### src/verilog/des_search_pkg.sv
package des_search_pkg;

    localparam int REGION_BITS = 56;
    localparam int INDEX_BITS = 64 - REGION_BITS;   // 256 messages per region
    localparam int ROUNDS = 8;

    typedef logic [31:0] cmd_t;
    typedef logic [63:0] block_t;
    typedef logic [31:0] half_t;
    typedef logic [47:0] subkey_t;
    typedef logic [REGION_BITS-1:0] region_t;
    typedef logic [INDEX_BITS-1:0] index_t;
    typedef logic [63:0] count_t;
    typedef logic [$clog2(ROUNDS)-1:0] round_t;

    typedef enum logic [3:0] {
        init,
        set_region,
        start_init,
        start,
        waiting,
        finishing,
        test_init,
        test_start,
        test_mode,
        advance_test,
        advance_test_wait,
        restart
    } ctrl_state_t;

    localparam cmd_t CMD_READ_REGION = 32'd1;
    localparam cmd_t CMD_START       = 32'd2;
    localparam cmd_t CMD_TEST_MODE   = 32'd3;
    localparam cmd_t CMD_RESTART     = 32'd4;

    localparam round_t LAST_ROUND = round_t'(ROUNDS - 1);

    // Linear approximation masks
    localparam block_t MASK_IN  = 64'h2104008000000000;
    localparam block_t MASK_OUT = 64'h0000000021040080;

    localparam subkey_t [0:ROUNDS-1] ROUND_KEYS = {
        48'h1b02effc7072, 48'h79aed9dbc9e5, 48'h55fc8a42cf99, 48'h72add6db351d,
        48'h7cec07eb53a8, 48'h63a53e507b2f, 48'hec84b7f618bc, 48'hf78a3ac13bfb
    };

    // S1 to S8, entry = row * 16 + column
    localparam logic [0:7][0:63][3:0] SBOX_TABLES = {
        256'he4d12fb83a6c5907_0f74e2d1a6cb9538_41e8d62bfc973a50_fc8249175b3ea06d,
        256'hf18e6b34972dc05a_3d47f28ec01a69b5_0e7ba4d158c6932f_d8a13f42b67c05e9,
        256'ha09e63f51dc7b428_d70934a6285ecbf1_d6498f30b12c5ae7_1ad069874fe3b52c,
        256'h7de3069a1285bc4f_d8b56f03472c1ae9_a690cb7df13e5284_3f06a1d8945bc72e,
        256'h2c417ab6853fd0e9_eb2c47d150fa3986_421bad78f9c5630e_b8c71e2d6f09a453,
        256'hc1af92680d34e75b_af427c9561de0b38_9ef528c3704a1db6_432c95fabe17608d,
        256'h4b2ef08d3c975a61_d0b7491ae35c2f86_14bdc37eaf680592_6bd814a7950fe23c,
        256'hd2846fb1a93e50c7_1fd8a374c56b0e92_7b419ce206adf358_21e74a8dfc90356b
    };

    // DES bit numbering, 1 is the MSB
    localparam logic [5:0] E_TABLE [48] = '{
        32,  1,  2,  3,  4,  5,  4,  5,  6,  7,  8,  9,
         8,  9, 10, 11, 12, 13, 12, 13, 14, 15, 16, 17,
        16, 17, 18, 19, 20, 21, 20, 21, 22, 23, 24, 25,
        24, 25, 26, 27, 28, 29, 28, 29, 30, 31, 32,  1
    };

    localparam logic [5:0] P_TABLE [32] = '{
        16,  7, 20, 21, 29, 12, 28, 17,  1, 15, 23, 26,  5, 18, 31, 10,
         2,  8, 24, 14, 32, 27,  3,  9, 19, 13, 30,  6, 22, 11,  4, 25
    };

    function automatic half_t des_f(input half_t r, input subkey_t k);
        logic [47:0] x;
        logic [5:0] six;
        logic [4:0] pos;
        half_t s_out;
        half_t f;
        for (int i = 0; i < 48; i++) begin
            pos = 5'(6'd32 - E_TABLE[i]);
            x[47 - i] = r[pos];
        end
        x = x ^ k;
        for (int b = 0; b < 8; b++) begin
            six = x[47 - 6 * b -: 6];
            s_out[31 - 4 * b -: 4] = SBOX_TABLES[b][{six[5], six[0], six[4:1]}];   // Outer bits pick row
        end
        for (int i = 0; i < 32; i++) begin
            pos = 5'(6'd32 - P_TABLE[i]);
            f[31 - i] = s_out[pos];
        end
        return f;
    endfunction

endpackage

### src/verilog/des_round_unit.sv
`timescale 1ns/1ps

module des_round_unit
    import des_search_pkg::*;
(
    input  logic    clk,
    input  logic    rst_n,
    input  logic    load,
    input  region_t region_sel,
    input  index_t  index,
    input  logic    restart_search,
    output logic    busy,
    output logic    block_valid,
    output block_t  plaintext,
    output block_t  cipher_out
);

    block_t next_pt;
    half_t  l_half;
    half_t  r_half;
    round_t rnd;
    logic   running;
    logic   finish;    // All rounds applied, swap pending
    logic   accept;

    assign next_pt = {region_sel, index};
    assign busy = running || finish;
    assign accept = load && !busy;

    always_ff @(posedge clk) begin
        if (!rst_n || restart_search) begin
            running <= 1'b0;
            finish <= 1'b0;
            block_valid <= 1'b0;
            rnd <= '0;
        end else begin
            block_valid <= 1'b0;
            if (accept) begin
                running <= 1'b1;
                rnd <= '0;
            end else if (running) begin
                if (rnd == LAST_ROUND) begin
                    running <= 1'b0;
                    finish <= 1'b1;
                end else begin
                    rnd <= rnd + 1'b1;
                end
            end else if (finish) begin
                finish <= 1'b0;
                block_valid <= 1'b1;
            end
        end
    end

    // Feistel halves, one round per clock
    always_ff @(posedge clk) begin
        if (accept) begin
            plaintext <= next_pt;
            l_half <= next_pt[63:32];
            r_half <= next_pt[31:0];
        end else if (running) begin
            l_half <= r_half;
            r_half <= l_half ^ des_f(r_half, ROUND_KEYS[rnd]);
        end
        if (finish) begin
            cipher_out <= {r_half, l_half};   // Undo the last swap
        end
    end

endmodule

### src/verilog/des_search.sv
`timescale 1ns/1ps

module des_search
    import des_search_pkg::*;
(
    input  logic   clk,
    input  logic   rst_n,
    input  cmd_t   cmd,
    input  logic   cmd_valid,
    input  logic   advance_test_cmd,
    input  cmd_t   region,
    output logic   cmd_read,
    output cmd_t   cmd_read_data,
    output logic   test_res_ready,
    output logic   done,
    output count_t counter,
    output block_t ciphertext
);

    logic    start_search;
    logic    restart_search;
    logic    test_enabled;
    logic    test_advance;
    region_t region_sel;
    index_t  index;
    logic    exhausted;
    logic    busy;
    logic    block_valid;
    block_t  plaintext;
    block_t  cipher_out;
    count_t  match_count;
    logic    msg_load;
    logic    next_msg;

    assign msg_load = ~exhausted;   // A message is pending
    assign next_msg = ~busy;        // Round unit idle

    des_search_ctrl ctrl0 (
        .clk              (clk),
        .rst_n            (rst_n),
        .cmd              (cmd),
        .cmd_valid        (cmd_valid),
        .advance_test_cmd (advance_test_cmd),
        .region           (region),
        .search_done      (exhausted),
        .block_valid      (block_valid),
        .match_count      (match_count),
        .cipher_out       (cipher_out),
        .cmd_read         (cmd_read),
        .cmd_read_data    (cmd_read_data),
        .test_res_ready   (test_res_ready),
        .done             (done),
        .counter          (counter),
        .ciphertext       (ciphertext),
        .start_search     (start_search),
        .restart_search   (restart_search),
        .test_enabled     (test_enabled),
        .test_advance     (test_advance),
        .region_sel       (region_sel)
    );

    message_counter msg_cnt0 (
        .clk            (clk),
        .rst_n          (rst_n),
        .start_search   (start_search),
        .restart_search (restart_search),
        .test_enabled   (test_enabled),
        .test_advance   (test_advance),
        .next_msg       (next_msg),
        .index          (index),
        .exhausted      (exhausted)
    );

    des_round_unit round0 (
        .clk            (clk),
        .rst_n          (rst_n),
        .load           (msg_load),
        .region_sel     (region_sel),
        .index          (index),
        .restart_search (restart_search),
        .busy           (busy),
        .block_valid    (block_valid),
        .plaintext      (plaintext),
        .cipher_out     (cipher_out)
    );

    linear_match match0 (
        .clk         (clk),
        .rst_n       (rst_n),
        .clear       (start_search),
        .block_valid (block_valid),
        .plaintext   (plaintext),
        .cipher_out  (cipher_out),
        .match_count (match_count)
    );

endmodule

### src/verilog/des_search_ctrl.sv
`timescale 1ns/1ps

module des_search_ctrl
    import des_search_pkg::*;
(
    input  logic    clk,
    input  logic    rst_n,
    input  cmd_t    cmd,
    input  logic    cmd_valid,
    input  logic    advance_test_cmd,
    input  cmd_t    region,
    input  logic    search_done,
    input  logic    block_valid,
    input  count_t  match_count,
    input  block_t  cipher_out,
    output logic    cmd_read,
    output cmd_t    cmd_read_data,
    output logic    test_res_ready,
    output logic    done,
    output count_t  counter,
    output block_t  ciphertext,
    output logic    start_search,
    output logic    restart_search,
    output logic    test_enabled,
    output logic    test_advance,
    output region_t region_sel
);

    ctrl_state_t state;
    ctrl_state_t next_state;

    logic cmd_valid_meta;
    logic cmd_valid_sync;
    logic advance_meta;
    logic advance_sync;
    logic restart_req;

    // Two-flop synchronizers for the host levels
    always_ff @(posedge clk) begin
        if (!rst_n) begin
            cmd_valid_meta <= 1'b0;
            cmd_valid_sync <= 1'b0;
            advance_meta <= 1'b0;
            advance_sync <= 1'b0;
        end else begin
            cmd_valid_meta <= cmd_valid;
            cmd_valid_sync <= cmd_valid_meta;
            advance_meta <= advance_test_cmd;
            advance_sync <= advance_meta;
        end
    end

    assign restart_req = cmd_valid_sync && (cmd == CMD_RESTART);

    always_ff @(posedge clk) begin
        if (!rst_n) begin
            state <= init;
        end else begin
            state <= next_state;
        end
    end

    always_comb begin
        next_state = state;
        case (state)
            init: begin
                if (cmd_valid_sync) begin
                    case (cmd)
                        CMD_READ_REGION: next_state = set_region;
                        CMD_START:       next_state = start_init;
                        CMD_TEST_MODE:   next_state = test_init;
                        CMD_RESTART:     next_state = restart;
                        default:         next_state = init;   // Unknown code ignored
                    endcase
                end
            end
            set_region, restart: begin
                if (!cmd_valid_sync) begin
                    next_state = init;
                end
            end
            start_init: begin
                if (!cmd_valid_sync) begin
                    next_state = start;
                end
            end
            test_init: begin
                if (!cmd_valid_sync) begin
                    next_state = test_start;
                end
            end
            start:      next_state = waiting;
            test_start: next_state = test_mode;
            waiting: begin
                if (restart_req) begin
                    next_state = restart;
                end else if (search_done && block_valid) begin
                    next_state = finishing;   // Last message just finished
                end
            end
            finishing: begin
                if (restart_req) begin
                    next_state = restart;
                end
            end
            test_mode: begin
                if (restart_req) begin
                    next_state = restart;
                end else if (advance_sync) begin
                    next_state = advance_test;
                end
            end
            advance_test: next_state = advance_test_wait;
            advance_test_wait: begin
                if (!advance_sync) begin
                    next_state = test_mode;
                end
            end
            default: next_state = init;
        endcase
    end

    assign cmd_read = (state == set_region) || (state == start_init) ||
                      (state == test_init) || (state == restart);
    assign start_search = (state == start) || (state == test_start);
    assign restart_search = (state == restart);
    assign test_advance = (state == advance_test);
    assign test_enabled = state inside {test_start, test_mode, advance_test, advance_test_wait};

    always_ff @(posedge clk) begin
        if (state == set_region) begin
            region_sel <= region_t'(region);   // Zero-extended into the upper plaintext bits
        end
        if (state == finishing) begin
            counter <= match_count;
        end
        if (test_enabled && block_valid) begin
            ciphertext <= cipher_out;
        end
    end

    always_ff @(posedge clk) begin
        if (!rst_n) begin
            done <= 1'b0;
            test_res_ready <= 1'b0;
        end else begin
            done <= (state == finishing);   // Rises with the counter capture
            if (restart_search || test_advance) begin
                test_res_ready <= 1'b0;
            end else if (test_enabled && block_valid) begin
                test_res_ready <= 1'b1;
            end
        end
    end

    // Last accepted command
    always_ff @(posedge clk) begin
        if (!rst_n) begin
            cmd_read_data <= '0;
        end else begin
            case (state)
                set_region: cmd_read_data <= CMD_READ_REGION;
                start_init: cmd_read_data <= CMD_START;
                test_init:  cmd_read_data <= CMD_TEST_MODE;
                restart:    cmd_read_data <= CMD_RESTART;
                default:    cmd_read_data <= cmd_read_data;
            endcase
        end
    end

endmodule

### src/verilog/linear_match.sv
`timescale 1ns/1ps

module linear_match
    import des_search_pkg::*;
(
    input  logic   clk,
    input  logic   rst_n,
    input  logic   clear,
    input  logic   block_valid,
    input  block_t plaintext,
    input  block_t cipher_out,
    output count_t match_count
);

    logic relation;

    // Zero when input and output parities agree
    assign relation = (^(plaintext & MASK_IN)) ^ (^(cipher_out & MASK_OUT));

    always_ff @(posedge clk) begin
        if (!rst_n || clear) begin
            match_count <= '0;
        end else if (block_valid && !relation) begin
            match_count <= match_count + 1'b1;
        end
    end

endmodule

### src/verilog/message_counter.sv
`timescale 1ns/1ps

module message_counter
    import des_search_pkg::*;
(
    input  logic   clk,
    input  logic   rst_n,
    input  logic   start_search,
    input  logic   restart_search,
    input  logic   test_enabled,
    input  logic   test_advance,
    input  logic   next_msg,
    output index_t index,
    output logic   exhausted
);

    // exhausted low means the current index is still waiting to be issued
    always_ff @(posedge clk) begin
        if (!rst_n || restart_search) begin
            index <= '0;
            exhausted <= 1'b1;
        end else if (start_search) begin
            index <= '0;
            exhausted <= 1'b0;
        end else if (test_enabled) begin
            if (test_advance) begin
                index <= index + 1'b1;
                exhausted <= 1'b0;
            end else if (next_msg && !exhausted) begin
                exhausted <= 1'b1;   // Single step, hold until advance
            end
        end else if (next_msg && !exhausted) begin
            if (&index) begin
                exhausted <= 1'b1;
            end else begin
                index <= index + 1'b1;
            end
        end
    end

endmodule
### config.mk
export PLATFORM = sky130hd
export DESIGN_NAME = des_search
export DESIGN_NICKNAME = d
export VERILOG_FILES = /design/src/verilog/des_search_pkg.sv /design/src/verilog/des_round_unit.sv /design/src/verilog/des_search.sv /design/src/verilog/des_search_ctrl.sv /design/src/verilog/linear_match.sv /design/src/verilog/message_counter.sv
export SDC_FILE = /design/constraint.sdc
export NUM_CORES = 1
export LEC_CHECK = 0
export ABC_CLOCK_PERIOD_IN_PS = 5300
export BUFFER_PORTS_ARGS = -buffer_cell sky130_fd_sc_hd__buf_2
export CELL_PAD_IN_SITES_DETAIL_PLACEMENT = 1
export CELL_PAD_IN_SITES_GLOBAL_PLACEMENT = 2
export CORE_UTILIZATION = 31
export CTS_CLUSTER_DIAMETER = 80
export CTS_CLUSTER_SIZE = 14
export DETAILED_ROUTE_END_ITERATION = 10
export PLACE_DENSITY_LB_ADDON = 0.1
export REMOVE_ABC_BUFFERS = 1
export SETUP_SLACK_MARGIN = 0.3
export SLEW_MARGIN = 25
export SYNTH_ARGS = -nofsm -noshare
export SYNTH_HDL_FRONTEND = slang
export SYNTH_HIERARCHICAL = 1
export SYNTH_SLANG_ARGS = --single-unit
### constraint.sdc
create_clock -name clk -period 5.3 [get_ports clk]
set_input_delay 0 -clock clk [delete_from_list [all_inputs] [get_ports clk]]
set_output_delay 0 -clock clk [all_outputs]
set_load 0.05 [all_outputs]
After elaboration in Yosys (flattened, before gate mapping)
Memory sizes are Yosys's and may differ from the RTL's.
Index checks and enable logic that the tools add are counted.
{"block": "totals", "reg_bits": 449, "mem_bits_ro": 2432, "input_bits": 68, "out_inout_bits": 163, "wordCells": 178, "memories": 9}
{"block": "op_classes", "add_sub_neg": 3, "n_lt_le_gt_ge": 9, "eq_ne": 27, "n_mux": 51, "bitwise": 17, "n_reduce_logical": 39}
{"name": "(name not given)", "words": 8, "word_bits": 48, "rd": 1, "rd_clocked_by_memory_dff": 0, "write_ports": 0, "line_no": "des_round_unit.sv:63", "rtl": "r_half <= l_half ^ des_f(r_half, ROUND_KEYS[rnd]);"}
{"name": "(name not given)", "words": 64, "word_bits": 4, "rd": 1, "rd_clocked_by_memory_dff": 0, "write_ports": 0, "line_no": "des_search_pkg.sv:85", "rtl": "s_out[31 - 4 * b -: 4] = SBOX_TABLES[b][{six[5], six[0], six[4:1]}];"}
{"name": "(name not given)", "words": 64, "word_bits": 4, "rd": 1, "rd_clocked_by_memory_dff": 0, "write_ports": 0, "line_no": "des_search_pkg.sv:85"}
{"name": "(name not given)", "words": 64, "word_bits": 4, "rd": 1, "rd_clocked_by_memory_dff": 0, "write_ports": 0, "line_no": "des_search_pkg.sv:85"}
{"name": "(name not given)", "words": 64, "word_bits": 4, "rd": 1, "rd_clocked_by_memory_dff": 0, "write_ports": 0, "line_no": "des_search_pkg.sv:85"}
{"name": "(name not given)", "words": 64, "word_bits": 4, "rd": 1, "rd_clocked_by_memory_dff": 0, "write_ports": 0, "line_no": "des_search_pkg.sv:85"}
{"name": "+3 memories"}
{"operator": "$pmux W32 S4", "n": 1}
{"operator": "$reduce_xor A64 Y1", "n": 2}
{"operator": "$mux W4", "n": 26}
{"operator": "$mux W32", "n": 3}
{"operator": "$mux W48", "n": 2}
{"operator": "$add A64 B1 Y64 const B", "n": 1}
{"operator": "$eq A32 B2 Y1 const B", "n": 2}
{"operator": "$ge A7 B7 Y1 const B", "n": 8}
{"operator": "$not A6 Y7", "n": 8}
{"operator": "$xor A48 B48 Y48", "n": 1}
{"operator": "$pmux W4 S11", "n": 1}
{"operator": "$mux W8", "n": 5}
{"operator": "$eq A32 B1 Y1 const B", "n": 1}
{"operator": "$eq A32 B3 Y1 const B", "n": 1}
{"operator": "$xor A32 B32 Y32", "n": 1}
{"operator": "$eq A4 B3 Y1 const B", "n": 4}
{"operator": "$eq A4 B4 Y1 const B", "n": 4}
{"operator": "$pmux W4 S4", "n": 1}
{"operator": "$reduce_and A8 Y1", "n": 2}
{"operator": "$ne A2 B2 Y1 const B", "n": 7}
{"operator": "$mux W1", "n": 12}
{"operator": "$reduce_bool A3 Y1", "n": 3}
{"operator": "$add A8 B1 Y8 const B", "n": 1}
{"operator": "$eq A4 B2 Y1 const B", "n": 2}
{"operator": "other kinds (19)", "n": 47}

Logic depth before layout (Yosys ltp)
{"block": "logic_depth", "depth_word": 12, "depth_mapped": 18, "depth_no_buf": 15}

Modules after synthesis
The synthesis kept the hierarchy.
{"module": "des_round_unit", "n_inst": 1, "cells_each": 1447, "area_per_inst_um2": 14092.3, "seq_area_each_um2": 5885.6}
{"module": "des_search_ctrl", "n_inst": 1, "cells_each": 342, "area_per_inst_um2": 6190.9, "seq_area_each_um2": 5064.9}
{"module": "linear_match", "n_inst": 1, "cells_each": 401, "area_per_inst_um2": 3284.4, "seq_area_each_um2": 1281.2}
{"module": "message_counter", "n_inst": 1, "cells_each": 60, "area_per_inst_um2": 543.0, "seq_area_each_um2": 180.2}
{"module": "des_search", "n_inst": 1, "cells_each": 2, "area_per_inst_um2": 7.5, "seq_area_each_um2": 0.0}

Least setup slack after synthesis
Ideal clock, no wire load.
{"block": "synth_path", "path_type": "flip-flop to flip-flop", "from": "register round0.finish", "to": "register round0.plaintext[0], enable pin", "setup_ns": 0.453, "arrival_time_ns": 3.762, "path_slack_ns": 1.085, "stages_incl_launch_ff": 6, "n_path_buf": 2, "synth_period_minus_slack_ns": 4.215, "cell_sequence": "dfxtp_1 nor2_1 nand2_1 inv_1 clkbuf_1 buf_1"}
{"block": "synth_via", "elab_chain_cells": 3}
{"element": "start: declaration", "line_no": "des_round_unit.sv:23", "rtl": "logic finish;"}
{"element": "start signal: assignment", "line_no": "des_round_unit.sv:33", "rtl": "finish <= 1'b0;"}
{"element": "start signal: assignment", "line_no": "des_round_unit.sv:44", "rtl": "finish <= 1'b1;"}
{"element": "start signal: assignment", "line_no": "des_round_unit.sv:49", "rtl": "finish <= 1'b0;"}
{"element": "$logic_or A1 B1 Y1", "line_no": "des_round_unit.sv:27", "rtl": "assign busy = running || finish;"}
{"element": "$logic_not A1 Y1", "line_no": "des_round_unit.sv:28", "rtl": "assign accept = load && !busy;"}
{"element": "$logic_and A1 B1 Y1", "line_no": "des_round_unit.sv:28"}
{"element": "via round0.accept", "line_no": "des_round_unit.sv:24", "rtl": "logic accept;"}
{"element": "end signal: assignment", "line_no": "des_round_unit.sv:58", "rtl": "plaintext <= next_pt;"}
{"element": "end: declaration", "line_no": "des_round_unit.sv:14", "rtl": "output block_t plaintext,"}
The timed path passes the listed nets, and every way through them passes these cells.
A chain may end at the register's enable or synchronous reset.

Worst setup path after layout
{"block": "layout_path", "from": "register round0.rnd[2]", "to": "register round0.r_half[23] (data pin)"}
{"block": "layout_via", "elab_chain_cells": 12}
{"element": "start: declaration", "line_no": "des_round_unit.sv:21", "rtl": "round_t rnd;"}
{"element": "start signal: assignment", "line_no": "des_round_unit.sv:46", "rtl": "rnd <= rnd + 1'b1;"}
{"element": "$not A3 Y4 (not written as such)", "line_no": "des_round_unit.sv:63"}
{"element": "$mem_v2 Z8 W48"}
{"element": "$mux W48 (not written as such) (2 in a row)", "line_no": "des_round_unit.sv:63"}
{"element": "$xor A48 B48 Y48", "line_no": "des_search_pkg.sv:82", "rtl": "x = x ^ k;"}
{"element": "$not A6 Y7 (not written as such)", "line_no": "des_search_pkg.sv:85"}
{"element": "$mem_v2 Z64 W4"}
{"element": "$mux W4 (not written as such) (2 in a row)", "line_no": "des_search_pkg.sv:85"}
{"element": "$xor A32 B32 Y32", "line_no": "des_round_unit.sv:63"}
{"element": "$mux W32", "line_no": "des_round_unit.sv:61", "rtl": "end else if (running) begin"}
{"element": "$mux W32", "line_no": "des_round_unit.sv:57", "rtl": "if (accept) begin"}
{"element": "end signal: assignment", "line_no": "des_round_unit.sv:60", "rtl": "r_half <= next_pt[31:0];"}
{"element": "end signal: assignment", "line_no": "des_round_unit.sv:63"}
{"element": "end: declaration", "line_no": "des_round_unit.sv:20", "rtl": "half_t r_half;"}
Every way passes these cells. The select of a mux whose other input is x is not followed.

==> flow_summary_export.csv <==
group,metric,value,unit
outcome,status,"finished clean",
sta,tightest_slew,0.910,ns
critical_path,crit_path_end_kind,"flip-flop",
pwr,vdd_drop_max,0.229,mV
sta,tns,0,ns
placement,gp_congestion,0.831,
clocking,cts_root_buffer,"clkbuf_16",
critical_path,path_class,"reg -> reg",
sta,finClkSkew,0.0279,ns
run,drv_cap,0,
critical_path,critical_path_arrival,4.47,ns
sta,fin_crit_sh,78.6,%
global_route,grt-ovfl-total,0,
critical_path,cp-endpoint,"round0/r_half[23]",
synth,syn-instance-count,2192,
detailed_routing,via_per_inst,5.29,
critical_path,r2r_start,"round0/rnd[2]",
global_route,grt_pass1_vias,18310,
sta,setup_viol,0,
global_route,grt_max_degree,76,
detailed_routing,remaining_drc_errors,0,
global_route,grt_antenna_before_repair,1,
sta,max_slew_margin,38.9,%
synth,synth_warnings,6,
synth,syn_area,0.0223,sq mm
critical_path,critPathMaxFanout,75,
critical_path,cp-startpoint,"round0/rnd[2]",
sta,fmax,0.240,GHz
floorplan,dieArea,0.0731,sq mm
floorplan,fp-row-count,98,
clocking,worstSkewPairLatency,0.58,ns
sta,period_minus_slack,4.17,ns
detailed_routing,drt-initial-drc-count,932,
final_layout,fillCellCount,8030,
sta,hold_violations,0,
final_layout,drive_above_1_share,16.5,%
floorplan,io_pins,231,
synth,syn_avg_cell_area,10.2,sq um
critical_path,slowest_stage,"dfxtp_4",
final_layout,n_antenna_cell,0,
critical_path,cp-start-kind,"flip-flop",
detailed_routing,detail_route.wl_per_cell,21.2,um
critical_path,required,5.60,ns
critical_path,rr_worst_depth,9,
floorplan,die_y,270,um
detailed_routing,ant_nets,0,
critical_path,r2r_end,"round0/r_half[23]",
floorplan,coreArea,0.0714,sq mm
pwr,p_leak,9.15,nW
detailed_routing,drt-total-wl,71500,um
global_route,grt_pass1_wl,111000,um
placement,dp_cells,3258,
global_route,grt_use_total,19.3,%
clocking,cts-htree-levels,2,
min_path,hp-class,"in -> reg",
final_layout,areaGrowthSynthToFinish,15.3,%
clocking,cts_tree,"done",
sta,rsz0062_at_grt,"false",
clocking,cts_sinks,384,
critical_path,cp_cell_sequence,"nor2b_1 > buf_4 > xnor2_2 > xnor3_1 > and3_1 > a2111oi_0 > a211oi_1 > xnor2_1 > a21oi_1",
floorplan,initial_core_util,31.3,%
sta,finalMaxSlewViolations,0,
detailed_routing,first_pass_iters,5,
clocking,cts_max_path_buffers,3,
clocking,cts_made_buffers,38,
final_layout,layout.nets,2532,
clocking,post_cts_buffers,0,
critical_path,max_stage_delay,0.87,ns
detailed_routing,vias,17810,
final_layout,final-instance-count-excl-fill,3367,
floorplan,die_w,270,um
placement,hpwl,50700,um
clocking,clkTransAtPathRegs,0.07,ns
critical_path,reg2reg_slack,1.13,ns
placement,io_buffer_count,201,
pwr,pwr_density_cell,233,mW/mm^2
-- how the worst min path moves through the flow --
stage / end / depth (start not counted) / startpoint / slack (ns)
5_1_grt: ctrl0/region_sel[6] / 2 / region[6] / 0.1
2_1_floorplan: msg_cnt0/exhausted / 1 / rst_n / 0.08
3_3_place_gp: ctrl0/region_sel[4] / 1 / region[4] / 0.18
3_5_place_dp: ctrl0/region_sel[10] / 1 / region[10] / 0.18
4_1_cts: ctrl0/state[3] / 6 / cmd[22] / 0.08
6_report: ctrl0/region_sel[6] / 2 / region[6] / 0.13
-- layout make-up --
type | instances | area [sq um] | share of cell area (%)
Timing Repair Buffer | 285 | 1760 | 6.83
Tap cell | 950 | 1190 | 4.62
Clock buffer | 54 | 1050 | 4.09
Clock inverter | 12 | 123 | 0.476
Multi-Input combinational cell | 1621 | 10800 | 41.8
Sequential cell | 384 | 10600 | 41.3
Inverter | 61 | 229 | 0.890
-- metal layers --
| metal | GRT usage (%) | routed length (um) |
|---|---|---|
| met1 | 25.3 | 32600 |
| met2 | 32.6 | 34400 |
| met3 | 2.78 | 2330 |
| met4 | 6.41 | 2170 |
| met5 | 0 | 0 |
-- timing repair --
| item | 4_1_cts | 5_1_grt |
|---|---|---|
| gates resized for setup | 0 | 0 |
| setup endpoints to repair | 0 | 0 |
| hold buffers | 42 | 0 |
| hold endpoints to repair | 48 | 0 |
-- stage by stage --
step	hold slack [ns]	cell area, sq um	util (%)	setup WS [ns]	power (W)
global placement	0.178	24100	33.8	1.13	0.00337
global route	0.0992	25700	36.1	0.748	0.00622
CTS	0.0804	25700	36.0	1.02	0.00612
finish	0.128	25700	36.1	1.13	0.00600
floorplan	0.0784	21500	-	0.0244	0.00333
detailed placement	0.179	24100	33.8	1.01	0.00337
-- worst max-delay path: cells and delay by family, from the launching register on --
kind	cells	cell delay [ns]
flip-flops	1	0.87
buffers and inverters	1	0.27
XOR/XNOR	3	1.36
AND/OR/NAND/NOR	2	0.53
AO/OA/AOI/OAI	3	0.86
-- sequential cells by signal (all words and copies together), names as in the netlist --
signal and count:
round0/cipher_out 64, ctrl0/ciphertext 64, round0/r_half 32, round0/running 1, ctrl0/test_res_ready 1, msg_cnt0/index 8
round0/l_half 32, ctrl0/state 4, match0/match_count 64, ctrl0/cmd_read_data 3, round0/finish 1, ctrl0/region_sel 32
round0/rnd 3, round0/block_valid 1, ctrl0/cmd_valid_meta 1, ctrl0/cmd_valid_sync 1, ctrl0/advance_meta 1, msg_cnt0/exhausted 1
round0/plaintext 4, ctrl0/advance_sync 1, ctrl0/counter 64, ctrl0/done 1
-- power breakdown --
part	total, W	switching (W)	internal, W
Clock	0.00268	0.00126	0.00142
Combinational	0.000129	0.0000838	0.0000449
Sequential	0.00320	0.00000129	0.00320
-- placed cells by master, fill, tap and decap left out, types with 28 or more instances in the layout --
master,instances
mux2i_1,38
nor3_1,52
a31oi_1,31
xnor2_1,65
o211ai_1,40
a21oi_1,126
edfxtp_1,292
nor4_1,28
nand4_1,41
clkbuf_16,40
nor2_1,150
xor2_1,59
nand3_1,58
nand2_1,238
or3_1,34
ha_1,73
buf_2,201
nand2b_1,29
buf_4,40
inv_1,51
conb_1,53
dfxtp_1,90
dlygate4sd3_1,42
o21ai_0,90
Power figures use the tool's default switching activity.
